$ cat src/rtl/sprite_defines.svh
`ifndef SPRITE_DEFINES_SVH
`define SPRITE_DEFINES_SVH

// ------------------------------------------------------------
// screen geometry
// ------------------------------------------------------------
`define SCREEN_W          640      // pixels per line
`define SKY_LAST_LINE     10'd154  // last sky line
`define SKYLINE_LAST_LINE 10'd353  // ground starts below this
`define BG_TILE_W         10'd160  // one background quarter
`define FRAME_END_LINE    10'd520  // sword counter ticks here

// ------------------------------------------------------------
// sprite sizes and placements
// ------------------------------------------------------------
`define BIG_SPRITE        64       // player and movers
`define SMALL_SPRITE      32       // digits and life icons
`define NUM_MOVERS        4

`define DIGIT_X_HUN       10'd10   // score row at line 0
`define DIGIT_X_TEN       10'd50
`define DIGIT_X_ONE       10'd90

`define LIFE_X0           10'd480  // life row at line 0
`define LIFE_X1           10'd520
`define LIFE_X2           10'd560

// special colors, 4-4-4 rgb
`define COLOR_TRANSPARENT 12'hfff
`define COLOR_SKY         12'h0fe  // light blue
`define COLOR_GROUND      12'h000

`endif

$ cat src/rtl/sprite_pkg.sv
`include "sprite_defines.svh"

package sprite_pkg;

  typedef logic [9:0]  pixel_x_t;  // column 0..639
  typedef logic [9:0]  line_y_t;
  typedef logic [11:0] color_t;    // r4 g4 b4
  typedef logic [3:0]  digit_t;    // bcd

  typedef struct packed {
    pixel_x_t x;  // top-left column
    line_y_t  y;  // top-left line
  } sprite_pos_t;

  // ------------------------------------------------------------
  // rom interface
  // ------------------------------------------------------------
  typedef struct packed {
    logic [13:0]                        player;  // frame, line, column
    logic [`NUM_MOVERS-1:0][11:0]       mover;
    logic [13:0]                        digit;   // digit value on top
    logic [9:0]                         life;
    logic [16:0]                        bg;      // quarter on top
  } rom_addr_t;

  typedef struct packed {
    color_t                   player;
    color_t [`NUM_MOVERS-1:0] mover;
    color_t                   life;
    color_t                   digit;
    color_t                   bg;
  } rom_data_t;

  typedef struct packed {
    logic                  player;
    logic [`NUM_MOVERS-1:0] mover;
    logic                  life;
    logic                  digit;
    logic                  skyline;
    logic                  sky;
  } hit_t;

  typedef enum logic [1:0] {STRAIGHT = 2'd0, RAISED = 2'd1, HIGH = 2'd2} sword_frame_e;

endpackage

$ cat src/rtl/pixel_priority.sv
`include "sprite_defines.svh"

module pixel_priority (
  input  sprite_pkg::hit_t      hit,
  input  sprite_pkg::rom_data_t rom_data,
  output sprite_pkg::color_t    pixel_color
);

  logic               player_vis;
  logic               mover_vis;
  sprite_pkg::color_t mover_color;
  logic               life_vis;
  logic               digit_vis;
  logic               bg_vis;

  // ------------------------------------------------------------
  // opaque tests per layer
  // ------------------------------------------------------------
  assign player_vis = hit.player && (rom_data.player != `COLOR_TRANSPARENT);
  assign life_vis   = hit.life && (rom_data.life != `COLOR_TRANSPARENT);
  assign digit_vis  = hit.digit && (rom_data.digit != `COLOR_TRANSPARENT);
  assign bg_vis     = hit.skyline && (rom_data.bg != `COLOR_TRANSPARENT);

  // lowest mover index wins, so scan from the top down
  always_comb begin
    mover_vis   = 1'b0;
    mover_color = '0;
    for (int i = `NUM_MOVERS - 1; i >= 0; i--) begin
      if (hit.mover[i] && (rom_data.mover[i] != `COLOR_TRANSPARENT)) begin
        mover_vis   = 1'b1;
        mover_color = rom_data.mover[i];
      end
    end
  end

  // ------------------------------------------------------------
  // fixed priority chain
  // ------------------------------------------------------------
  always_comb begin
    if (player_vis) begin
      pixel_color = rom_data.player;
    end else if (mover_vis) begin
      pixel_color = mover_color;
    end else if (life_vis) begin
      pixel_color = rom_data.life;
    end else if (digit_vis) begin
      pixel_color = rom_data.digit;
    end else if (bg_vis) begin
      pixel_color = rom_data.bg;
    end else if (hit.sky || hit.skyline) begin
      pixel_color = `COLOR_SKY;  // sky shows through skyline gaps
    end else begin
      pixel_color = `COLOR_GROUND;
    end
  end

endmodule

$ cat config.mk
export PLATFORM = sky130hd
export DESIGN_NAME = pixel_priority
export DESIGN_NICKNAME = d
export VERILOG_FILES = /design/src/rtl/sprite_pkg.sv /design/src/rtl/pixel_priority.sv
export VERILOG_INCLUDE_DIRS = /design/src /design/src/rtl
export SDC_FILE = /design/constraint.sdc
export NUM_CORES = 1
export LEC_CHECK = 0
export ABC_AREA = 0
export BUFFER_PORTS_ARGS = -buffer_cell sky130_fd_sc_hd__buf_2
export CAP_MARGIN = 20
export CORE_AREA = 3 3 59 72
export DETAILED_ROUTE_END_ITERATION = 7
export DIE_AREA = 0 0 62 75
export PLACE_DENSITY = 0.83
export SLEW_MARGIN = 10
export SYNTH_ARGS = -nofsm -noshare
export SYNTH_HDL_FRONTEND = slang
export SYNTH_SLANG_ARGS = --single-unit
$ cat constraint.sdc
create_clock -name vclk -period 3.3
set_input_delay 0.99 -clock vclk [all_inputs]
set_output_delay 0.99 -clock vclk [all_outputs]
set_load 0.01 [all_outputs]
==> impl_metrics.yaml <==
status:
  outcome: "complete, but fails checks"
  violations: "setup timing"
worst_setup_path:
  worstSetupStartpoint: "rom_data[46]"
  end_kind: "output port"
  cp_max_fo: 7
  critPathArrivalTime_ns: 2.66
  timing.setup.critical_path_class: "in2out"
  worstPathRequired_ns: 2.31
  worstSetupStartpointType: "primary input"
detailed_routing:
  drtIter0Drc: 252
  drt-total-wl_mm: 8.377
  first_pass_iters: 5
  drcViolationCount: 0
  detail_route.vias_per_cell: 6.205
  route.antenna.remaining_nets: 0
  wl_per_cell_um: 19.08
  num_vias: 2724
logic_synthesis:
  post_synth_mux_area_share_pct: 0.8850
  synth_simple_gate_area_share_pct: 42.38
  synthesis.yosys.warnings: 0
  main_combinational_cell_family_by_area_after_synthesis: "compound AO/OA/AOI/OAI gates"
  netlist_area_um2: 1272
  synth_area_per_cell_um2: 6.459
  synth-adder-area-share_pct: 0
  synth_compound_gate_area_share_pct: 50.54
  seq_area_frac_synth_pct: 0
  synthXorXnorAreaFrac_pct: 0
  post_synth_num_cell_types: 41
  post_synthesis_instance_total: 197
  synthesis.nets: 302
finish:
  sequential_cells: 0
  final_cell_count_no_fill: 439
  register_cell_area_after_layout_um2: 0
  area_growth_syn_to_layout_pct: 129.1
  drive_gt1_share_pct: 60.98
  layout.clock_buffers: 0
  n_antenna_cell: 0
  layout.cell_area.non_filler_um2: 2915
  final_nets: 494
sta:
  setup_repair_after_global_routing_missed_its_margin: "true"
  maxSlewHeadroom_pct: 56.16
  worst_slew_pin_slew_ns: 0.6552
  layout_setup_ws_ns: -0.3458
  timing.final.max_slew_violations: 0
  final_number_of_hold_violating_endpoints: 0
  max_clock_freq_mhz: 274.3
  post-route-period-util_pct: 110.5
  period_needed_ns: 3.646
  setup_viol: 12
floorplanning:
  placementRows: 24
  floorplan.die_area_um2: 4650
  floorplan.core_area_um2: 3633
  fp.dieH_um: 75
  floorplan.io_pins: 117
  die-width_um: 62
  effective_utilization_at_floorplan_pct: 35.02
global_routing:
  via_count_of_the_first_global_routing_pass: 2499
  grt.total_usage_pct: 30.04
  pin_count_of_the_biggest_net_entering_global_routing: 13
  first_pass_grt_wire_length_mm: 10.67
  grt_overflow_total: 0
  antenna_found_initial: 0
placed_design:
  dpl-instance-area_um2: 2465
  globalplace.congestion: 0.9950
  placed_cells_incl_taps: 427
  io_buffer_count: 117
  dpl.hpwl_mm: 6.048
power:
  power_report.internal_total_uw: 194.6
  swShare_pct: 47.14
  combinationalPowerShare_pct: 100.0
  power_density_nw_per_um2: 126.3
  leak_uw: 0.001382
  max-vdd-ir-drop_mv: 0.06651
  pwr-share-seq_pct: 0
  net-switching-power_uw: 173.5
  power.clock.fraction_pct: 0
run:
  maxCapViolations: 0
clocking:
  ctsHoldBuffers: 0
min_path:
  hold_path_startpoint: "rom_data[89]"
  min-delay-path-class: "in2out"
power by group through the flow:
stage / Sequential, µW / Combinational, µW / Clock, µW
final: 0 / 368 / 0
after global routing: 0 / 389 / 0
after CTS: 0 / 312 / 0
after detailed placement: 0 / 296 / 0
after global placement: 0 / 289 / 0
after floorplan: 0 / 119 / 0
critical path, stage by stage:
cell and delay, ns:
buf_2 0.10, nand4_1 0.13, o31a_1 0.40, buf_4 0.21
o32ai_2 0.34, a31o_2 0.23, a31oi_2 0.11, buf_2 0.15
cell usage in the layout (no fill, tap or decap), types with 5 or more instances in the layout:
cell / n
nand3_1: 7
buf_6: 32
nor2_1: 12
o31a_1: 6
o211ai_1: 8
a21o_1: 8
nand2b_1: 10
nand2_1: 14
and2_1: 6
buf_2: 91
and3_1: 10
buf_4: 77
nand4_1: 24
o311ai_4: 5
o21ai_1: 5
inv_1: 9
path summary, 6_finish.rpt:
check,to,slack [ns],depth (start not counted)
worst max-delay path,pixel_color[6],-0.35,8
worst min-delay path,pixel_color[5],2.30,4
synthesized netlist by cell type (all sizes together) (4+ instances only):
| master | number | area, µm² |
|---|---|---|
| and2 | 6 | 37.54 |
| o31ai | 8 | 70.06 |
| o21a | 4 | 30.03 |
| nand2b | 10 | 62.56 |
| nand2 | 15 | 63.81 |
| o21ai | 8 | 40.04 |
| nand4 | 24 | 150.1 |
| a21o | 8 | 60.06 |
| o2111ai | 5 | 43.79 |
| inv | 9 | 33.78 |
| and3 | 12 | 77.57 |
| a221oi | 4 | 35.03 |
| o211ai | 8 | 60.06 |
| o31a | 7 | 62.56 |
| nor2b | 4 | 25.02 |
| o311ai | 10 | 87.58 |
| nand3 | 7 | 35.03 |
| nor2 | 14 | 55.06 |
| clkbuf | 9 | 33.78 |
cell families after synthesis:
logic type | after synthesis
AND/OR/NAND/NOR | 95
AO/OA/AOI/OAI | 82
buffers and inverters | 19
multiplexers | 1
repair_timing:
| item | 4_1_cts | 5_1_grt |
|---|---|---|
| pin swaps | 19 | 25 |
| resized for setup | 22 | 45 |
| endpoints found under the setup margin | 12 | 12 |
| hold endpoints to repair | 0 | 0 |
| cloned | 0 | 0 |
| buffers inserted | 3 | 9 |
metrics by stage:
step | total power [µW] | setup TNS [ns] | util [%] | setup slack, ns | hold WS [ns]
after CTS | 311.9 | -2.555 | 71.28 | -0.2508 | 2.293
after floorplan | 118.5 | -0.7547 | - | -0.1087 | 2.109
after detailed placement | 295.7 | -3.166 | 67.84 | -0.3051 | 2.291
after global routing | 388.9 | -5.165 | 80.23 | -0.5841 | 2.306
final | 368.1 | -3.222 | 80.23 | -0.3458 | 2.296
after global placement | 289.0 | -2.818 | 67.84 | -0.2664 | 2.290
layout make-up:
class                           count  area [µm²]
Tap cell                           52       65.06
Multi-Input combinational cell    178        1423
Fill cell                         263       718.2
Timing Repair Buffer              200        1394
Inverter                            9       33.78
per-layer routing:
layer  global-route usage (%)  share of wire [%]  vias to the layer above
met5                        0                  0                        -
met4                    14.86                5.4                        0
met3                    5.146                 11                       54
met2                    57.95                 52                      230
met1                    29.29                 32                     1241
li1                         -                  -                     1199
Power figures use the tool's default switching activity.
