[src/rtl/sprite_defines.svh]
`ifndef SPRITE_DEFINES_SVH
`define SPRITE_DEFINES_SVH

// ------------------------------------------------------------
// screen geometry
// ------------------------------------------------------------
`define SCREEN_W          640      // pixels per line
`define SKY_LAST_LINE     10'd154  // last sky line
`define SKYLINE_LAST_LINE 10'd353  // ground starts below this
`define BG_TILE_W         10'd160  // one background quarter
`define FRAME_END_LINE    10'd520  // sword counter ticks here

// ------------------------------------------------------------
// sprite sizes and placements
// ------------------------------------------------------------
`define BIG_SPRITE        64       // player and movers
`define SMALL_SPRITE      32       // digits and life icons
`define NUM_MOVERS        4

`define DIGIT_X_HUN       10'd10   // score row at line 0
`define DIGIT_X_TEN       10'd50
`define DIGIT_X_ONE       10'd90

`define LIFE_X0           10'd480  // life row at line 0
`define LIFE_X1           10'd520
`define LIFE_X2           10'd560

// special colors, 4-4-4 rgb
`define COLOR_TRANSPARENT 12'hfff
`define COLOR_SKY         12'h0fe  // light blue
`define COLOR_GROUND      12'h000

`endif

[src/rtl/sprite_pkg.sv]
`include "sprite_defines.svh"

package sprite_pkg;

  typedef logic [9:0]  pixel_x_t;  // column 0..639
  typedef logic [9:0]  line_y_t;
  typedef logic [11:0] color_t;    // r4 g4 b4
  typedef logic [3:0]  digit_t;    // bcd

  typedef struct packed {
    pixel_x_t x;  // top-left column
    line_y_t  y;  // top-left line
  } sprite_pos_t;

  // ------------------------------------------------------------
  // rom interface
  // ------------------------------------------------------------
  typedef struct packed {
    logic [13:0]                        player;  // frame, line, column
    logic [`NUM_MOVERS-1:0][11:0]       mover;
    logic [13:0]                        digit;   // digit value on top
    logic [9:0]                         life;
    logic [16:0]                        bg;      // quarter on top
  } rom_addr_t;

  typedef struct packed {
    color_t                   player;
    color_t [`NUM_MOVERS-1:0] mover;
    color_t                   life;
    color_t                   digit;
    color_t                   bg;
  } rom_data_t;

  typedef struct packed {
    logic                  player;
    logic [`NUM_MOVERS-1:0] mover;
    logic                  life;
    logic                  digit;
    logic                  skyline;
    logic                  sky;
  } hit_t;

  typedef enum logic [1:0] {STRAIGHT = 2'd0, RAISED = 2'd1, HIGH = 2'd2} sword_frame_e;

endpackage

[src/rtl/sprite_decode.sv]
`include "sprite_defines.svh"

module sprite_decode (
  input  logic                                       clk,
  input  logic                                       arst_n,
  input  logic [10:0]                                hcount,
  input  sprite_pkg::line_y_t                        vcount,
  input  sprite_pkg::sprite_pos_t                    player_pos,
  input  sprite_pkg::sprite_pos_t [`NUM_MOVERS-1:0]  mover_pos,
  input  sprite_pkg::digit_t                         score_hun,
  input  sprite_pkg::digit_t                         score_ten,
  input  sprite_pkg::digit_t                         score_one,
  input  logic [2:0]                                 life_lost,
  output sprite_pkg::pixel_x_t                       col,
  output sprite_pkg::hit_t                           hit,
  output sprite_pkg::rom_addr_t                      rom_addr
);

  localparam sprite_pkg::pixel_x_t DIGIT_X [3] = '{`DIGIT_X_HUN, `DIGIT_X_TEN, `DIGIT_X_ONE};
  localparam sprite_pkg::pixel_x_t LIFE_X [3] = '{`LIFE_X0, `LIFE_X1, `LIFE_X2};

  sprite_pkg::pixel_x_t     player_dx;
  sprite_pkg::line_y_t      player_dy;
  sprite_pkg::pixel_x_t     mover_dx [`NUM_MOVERS];
  sprite_pkg::line_y_t      mover_dy [`NUM_MOVERS];
  sprite_pkg::pixel_x_t     digit_dx [3];
  sprite_pkg::pixel_x_t     life_dx [3];
  sprite_pkg::digit_t       score [3];
  logic [2:0]               digit_hit;
  logic [2:0]               life_hit;
  sprite_pkg::digit_t       digit_val;
  sprite_pkg::pixel_x_t     glyph_dx;
  sprite_pkg::pixel_x_t     icon_dx;
  logic [1:0]               quarter;
  sprite_pkg::pixel_x_t     tile_col;
  sprite_pkg::line_y_t      bg_line;
  logic [14:0]              bg_off;
  logic [3:0]               cnt;
  logic [3:0]               cnt_next;
  logic                     frame_end;
  sprite_pkg::sword_frame_e frame_q;
  sprite_pkg::sword_frame_e frame_next;

  assign col = hcount[10:1];  // two clocks per column

  // ------------------------------------------------------------
  // offsets from each placement
  // ------------------------------------------------------------
  assign player_dx = col - player_pos.x;
  assign player_dy = vcount - player_pos.y;
  assign score = '{score_hun, score_ten, score_one};

  always_comb begin
    for (int i = 0; i < `NUM_MOVERS; i++) begin
      mover_dx[i] = col - mover_pos[i].x;
      mover_dy[i] = vcount - mover_pos[i].y;  // wraps large when above
    end
    for (int j = 0; j < 3; j++) begin
      digit_dx[j] = col - DIGIT_X[j];
      life_dx[j]  = col - LIFE_X[j];
    end
  end

  // score place and life icon under the pixel
  always_comb begin
    digit_val = '0;
    glyph_dx  = '0;
    icon_dx   = '0;
    for (int j = 2; j >= 0; j--) begin
      digit_hit[j] = (vcount < `SMALL_SPRITE) && (digit_dx[j] < `SMALL_SPRITE);
      life_hit[j]  = (vcount < `SMALL_SPRITE) && (life_dx[j] < `SMALL_SPRITE) && !life_lost[j];
      if (digit_hit[j]) begin
        digit_val = score[j];
        glyph_dx  = digit_dx[j];
      end
      if (life_hit[j]) begin
        icon_dx = life_dx[j];
      end
    end
  end

  always_comb begin
    hit        = '0;
    hit.player = (player_dx < `BIG_SPRITE) && (player_dy < `BIG_SPRITE);
    for (int i = 0; i < `NUM_MOVERS; i++) begin
      hit.mover[i] = (mover_dx[i] < `BIG_SPRITE) && (mover_dy[i] < `BIG_SPRITE);
    end
    hit.life    = |life_hit;
    hit.digit   = |digit_hit;
    hit.sky     = vcount <= `SKY_LAST_LINE;
    hit.skyline = (vcount > `SKY_LAST_LINE) && (vcount <= `SKYLINE_LAST_LINE);
  end

  // ------------------------------------------------------------
  // background quarter and tile address
  // ------------------------------------------------------------
  always_comb begin
    if (col >= 3 * `BG_TILE_W) begin
      quarter = 2'd3;
    end else if (col >= 2 * `BG_TILE_W) begin
      quarter = 2'd2;
    end else if (col >= `BG_TILE_W) begin
      quarter = 2'd1;
    end else begin
      quarter = 2'd0;
    end
    tile_col = col - sprite_pkg::pixel_x_t'(quarter) * `BG_TILE_W;  // col mod 160
    bg_line  = vcount - (`SKY_LAST_LINE + 10'd1);
    bg_off   = 15'(bg_line) * 15'(`BG_TILE_W) + 15'(tile_col);
  end

  always_comb begin
    rom_addr = '0;  // unused fields stay zero
    if (hit.player) rom_addr.player = {frame_q, player_dy[5:0], player_dx[5:0]};
    for (int i = 0; i < `NUM_MOVERS; i++) begin
      if (hit.mover[i]) rom_addr.mover[i] = {mover_dy[i][5:0], mover_dx[i][5:0]};
    end
    if (hit.digit)   rom_addr.digit = {digit_val, vcount[4:0], glyph_dx[4:0]};
    if (hit.life)    rom_addr.life = {vcount[4:0], icon_dx[4:0]};
    if (hit.skyline) rom_addr.bg = {quarter, bg_off};
  end

  // ------------------------------------------------------------
  // sword animation, one step per frame
  // ------------------------------------------------------------
  assign frame_end = (vcount == `FRAME_END_LINE) && (hcount == 11'd0);
  assign cnt_next  = cnt + 4'd1;

  always_comb begin
    case (cnt_next[3:2])
      2'd0:    frame_next = sprite_pkg::STRAIGHT;
      2'd2:    frame_next = sprite_pkg::HIGH;
      default: frame_next = sprite_pkg::RAISED;  // on the way up and down
    endcase
  end

  always_ff @(posedge clk or negedge arst_n) begin
    if (!arst_n) begin
      cnt     <= '0;
      frame_q <= sprite_pkg::STRAIGHT;
    end else if (frame_end) begin
      cnt     <= cnt_next;
      frame_q <= frame_next;
    end
  end

  a_score_bcd: assert property (@(posedge clk) disable iff (!arst_n)
    (score_hun <= 4'd9) && (score_ten <= 4'd9) && (score_one <= 4'd9))
    else $error("score digit above 9");

endmodule

[config.mk]
export PLATFORM = sky130hd
export DESIGN_NAME = sprite_decode
export DESIGN_NICKNAME = d
export VERILOG_FILES = /design/src/rtl/sprite_pkg.sv /design/src/rtl/sprite_decode.sv
export VERILOG_INCLUDE_DIRS = /design/src /design/src/rtl
export SDC_FILE = /design/constraint.sdc
export NUM_CORES = 1
export LEC_CHECK = 0
export BUFFER_PORTS_ARGS = -buffer_cell sky130_fd_sc_hd__buf_4
export CAP_MARGIN = 20
export CELL_PAD_IN_SITES_DETAIL_PLACEMENT = 0
export CELL_PAD_IN_SITES_GLOBAL_PLACEMENT = 1
export CORE_UTILIZATION = 36
export DETAILED_ROUTE_END_ITERATION = 10
export GPL_TIMING_DRIVEN = 0
export HOLD_SLACK_MARGIN = 0.1
export PLACE_DENSITY_LB_ADDON = 0.2
export SYNTH_ARGS = -nofsm -noshare
export SYNTH_HDL_FRONTEND = slang
export SYNTH_SLANG_ARGS = --single-unit
[constraint.sdc]
create_clock -name clk -period 5.9 [get_ports clk]
set_clock_uncertainty 0.1 [all_clocks]
set_input_delay 0.59 -clock clk [delete_from_list [all_inputs] [get_ports clk]]
set_output_delay 0.59 -clock clk [all_outputs]
set_load 0.01 [all_outputs]
==> summary.md <==
| Metric | Value |
|---|---|
| Most common cell after layout, fill and taps aside | `buf_4` |
| Yosys top cell by area | `ha_1` |
| Pre-antenna DRT Iters | `5` |
| Setup TNS | `0 ns` |
| Synth unique cells | `77` |
| Layout cell share with drive strength beyond 1 | `between 20% and 30%` |
| CTS clk-pin slew, worst paths | `0.03 ns` |
| DP HPWL | `19700 um` |
| Wire per inst | `16.0 um` |
| VDD IR max | `0.0585 mV` |
| Die area | `0.0204 mm2` |
| Mux contribution to synthesized area | `2.23%` |
| Seq cells post-synth | `6` |
| Simple-gate share of the synthesized area | `roughly 24%` |
| Slew headroom | `53.6%` |
| Final Max Tran Viols | `0` |
| Crit. Startpoint | `hcount[6]` |
| Critical path peak fanout | `12` |
| XOR/XNOR share of the synthesized area | `between 10% and 20%` |
| Ports | `260` |
| Crit path required time | `approximately 5.2 ns` |
| Detailed-route vias per instance | `a little over 5` |
| Compound-cell area share of the yosys netlist | `23.1%` |
| CTS Buffer Depth | `2` |
| Yosys synthesis warning count | `0` |
| Vias | `7877` |
| Die Y | `143 um` |
| Commonest cells after routing, fill and taps aside | `268 x buf_4, 155 x inv_1, 131 x ha_1, 98 x nor2_1, 62 x a21oi_1` |
| Antenna cells | `0` |
| RD Place Congestion | `0.877` |
| Largest net degree at the start of global routing | `20` |
| Reg2reg start | `cnt[0]$_DFFE_PN0P_` |
| DRC Markers | `0` |
| Netlist Area Pre-Place | `between 0.007 and 0.008 mm2` |
| Top area cells in the synthesized netlist | `ha_1 23%, inv_1 8.2%, xnor2_1 6.9%, nor2_1 5.2%, a21oi_1 4.4%` |
| Minimum clock period | `5.57 ns` |
| Final Cycle Share | `94.4%` |
| Peak Freq | `180 MHz` |
| Post-synthesis average cell area | `between 7 and 8 um2` |
| RSZ-0062 raised after global routing | `false` |
| First DRT Iteration DRCs | `381` |
| Post-synth EDFFs | `0` |
| Max-cap check violation count | `0` |
| Dpl ws | `-0.0362 ns` |
| Core Region | `0.0195 mm2` |
| Num CTS Buffers | `3` |
| Dominant synthesized flop cell | `dfrtp_1` |
| Post-synth ARST share | `100%` |
| Worst Max-Slew Pin Slew | `0.695 ns` |
| P&R area growth vs syn | `33.0%` |
| Share of the synthesized area in the top cell type | `23.0%` |
| Setup Buffers After CTS | `0` |
| Critical path class | `primary input to output port` |
| CTS Sinks | `6` |
| Gr usage total | `a little under a quarter` |
| Critical Path Sink Type | `output port` |
| WL final | `~25000 um` |
| Initial antenna violation count | `0` |
| DRT antenna net count | `0` |
| Critical hold path startpoint | `cnt[3]$_DFFE_PN0P_` |
| Die Width | `143 um` |
| Adder-cell share of the synthesized area | `26.6%` |
| Final worst slack | `0.331 ns` |
| Setup violators final | `0` |
| Crit path DAT | `4.88 ns` |
| Rows | `51` |
| IO buf count | `258` |
| Fin. Hold Viols | `0` |
| H-Tree Depth | `1` |
| Hold_ws | `0.413 ns` |
| Worst hold path type | `flop to flop` |
| Layout Nets | `1558` |
| Status | `finished, final reports clean` |
| Initial Utilization | `a little over a third` |
| CTS tree | `built` |
| Static Leak | `0.00491 uW` |
| Number of global-route vias before repair | `7200` |
| Main combinational cell family by area after synthesis | `adder cells` |
| Syn Inst Count | `1013` |
| Syn_nets | `roughly 1300` |
| Sequential share of the synthesized area | `2.11%` |
| Remaining global-route overflow | `0` |
| Global-route wire length before repair | `around 37000 um` |
| CTS root buf | `clkbuf_16` |
| Startpoint Class | `primary input` |
| Fin util | `48.7%` |
| Pwr/cell area | `109 mW/mm2` |
| Clk_lat worst skew | `0.23 ns` |
==> power breakdown <==
group / leakage (uW) / internal (uW) / switching, uW
Clock: 0.0000370 / 86.9 / 22.6
Combinational: 0.00479 / 403 / 482
Sequential: 0.0000786 / 41.4 / 0.000783
Total: 0.00491 / 532 / 505
==> kinds of logic after synthesis <==
group	after synthesis
AND/OR/NAND/NOR	323
buffers and inverters	188
multiplexers	15
XOR/XNOR	86
AO/OA/AOI/OAI	251
adder cells (fa/ha/maj)	144
flip-flops	6
==> Yosys cell counts, types with 4 or more instances <==
cell       number
nand4_1         6
nand3b_1        4
nand2b_1       20
dfrtp_1         6
o21ai_0        58
xor2_1         30
a31oi_1         7
inv_1         155
nor3_1         53
fa_1           13
xnor2_1        56
a21boi_0        8
mux2i_1         8
or3_1           6
o22ai_1         4
mux2_2          7
o21a_1         10
o21bai_1        4
nor2b_1        19
a21oi_1        62
nor3b_1         5
and2_1         10
buf_2           4
o31ai_1         4
nor4_1         10
nand2_1        30
nor2_1         98
ha_1          131
o31a_1          4
a211oi_1       17
a2111oi_0       4
buf_4          10
clkbuf_1       13
nor4_2          7
and3_1          7
a21o_1         28
nand3_1        22
o2111ai_1       6
nor4b_1         6
==> worst paths after layout <==
kind / to / depth (start not counted) / slack [ns]
min in group asynchronous: frame_q[0]$_DFFE_PN0P_ / 2 / 0.61
hold / removal: cnt[3]$_DFFE_PN0P_ / 1 / 0.41
hold reg to reg: cnt[3]$_DFFE_PN0P_ / 1 / 0.41
setup / recovery: rom_addr[13] / 20 / 0.33
setup reg to reg: frame_q[1]$_DFFE_PN0P_ / 4 / 4.62
max in group asynchronous: cnt[3]$_DFFE_PN0P_ / 2 / 4.97
==> layer usage <==
layer  share of wire, %  GRT usage (%)  vias to the layer above
met4                1.2           3.45                        0
met5                  0              0                        -
met1                 47           31.7                     3556
met3                5.9           2.88                       16
met2                 46           40.4                      227
li1                   -              -                     4078
==> repair_timing <==
action / 4_1_cts / 5_1_grt
setup endpoints to repair: 1 / 2
endpoints found under the hold margin: 6 / 0
gates resized for setup: 0 / 1
hold buffers: 1 / 0
==> registers in the layout (all words and copies together) (netlist names) <==
name,flops
frame_q,2
cnt,4
==> worst max-delay path: stages <==
cell and delay [ns]:
buf_4 0.25, clkbuf_1 0.39, inv_1 0.27, ha_1 0.28, a211o_1 0.25, a21o_1 0.22, a21oi_1 0.17, a211oi_2 0.09
inv_1 0.09, ha_1 0.17, fa_1 0.47, fa_1 0.43, nor2b_1 0.16, o21ai_0 0.12, a21oi_1 0.19, o21ai_0 0.15
nor3_1 0.21, xor2_1 0.16, nor2_1 0.05, buf_4 0.16
==> per-stage QoR <==
step | power [uW] | cell area, um2 | std cells
after floorplan | 658 | 7130 | 1013
after global placement | 923 | 9400 | 1536
after detailed placement | 924 | 9400 | 1536
after CTS | 1040 | 9480 | 1539
after global routing | 1150 | 9480 | 1539
final | 1040 | 9480 | 1539
==> area by class of cell <==
| class | instances | area [um2] |
|---|---|---|
| Tap cell | 265 | 332 |
| Timing Repair Buffer | 259 | 1950 |
| Multi-Input combinational cell | 819 | 6210 |
| Buffer | 31 | 183 |
| Clock buffer | 3 | 75.1 |
| Fill cell | 2047 | 9980 |
| Inverter | 156 | 586 |
| Sequential cell | 6 | 150 |
Power figures use the tool's default switching activity.
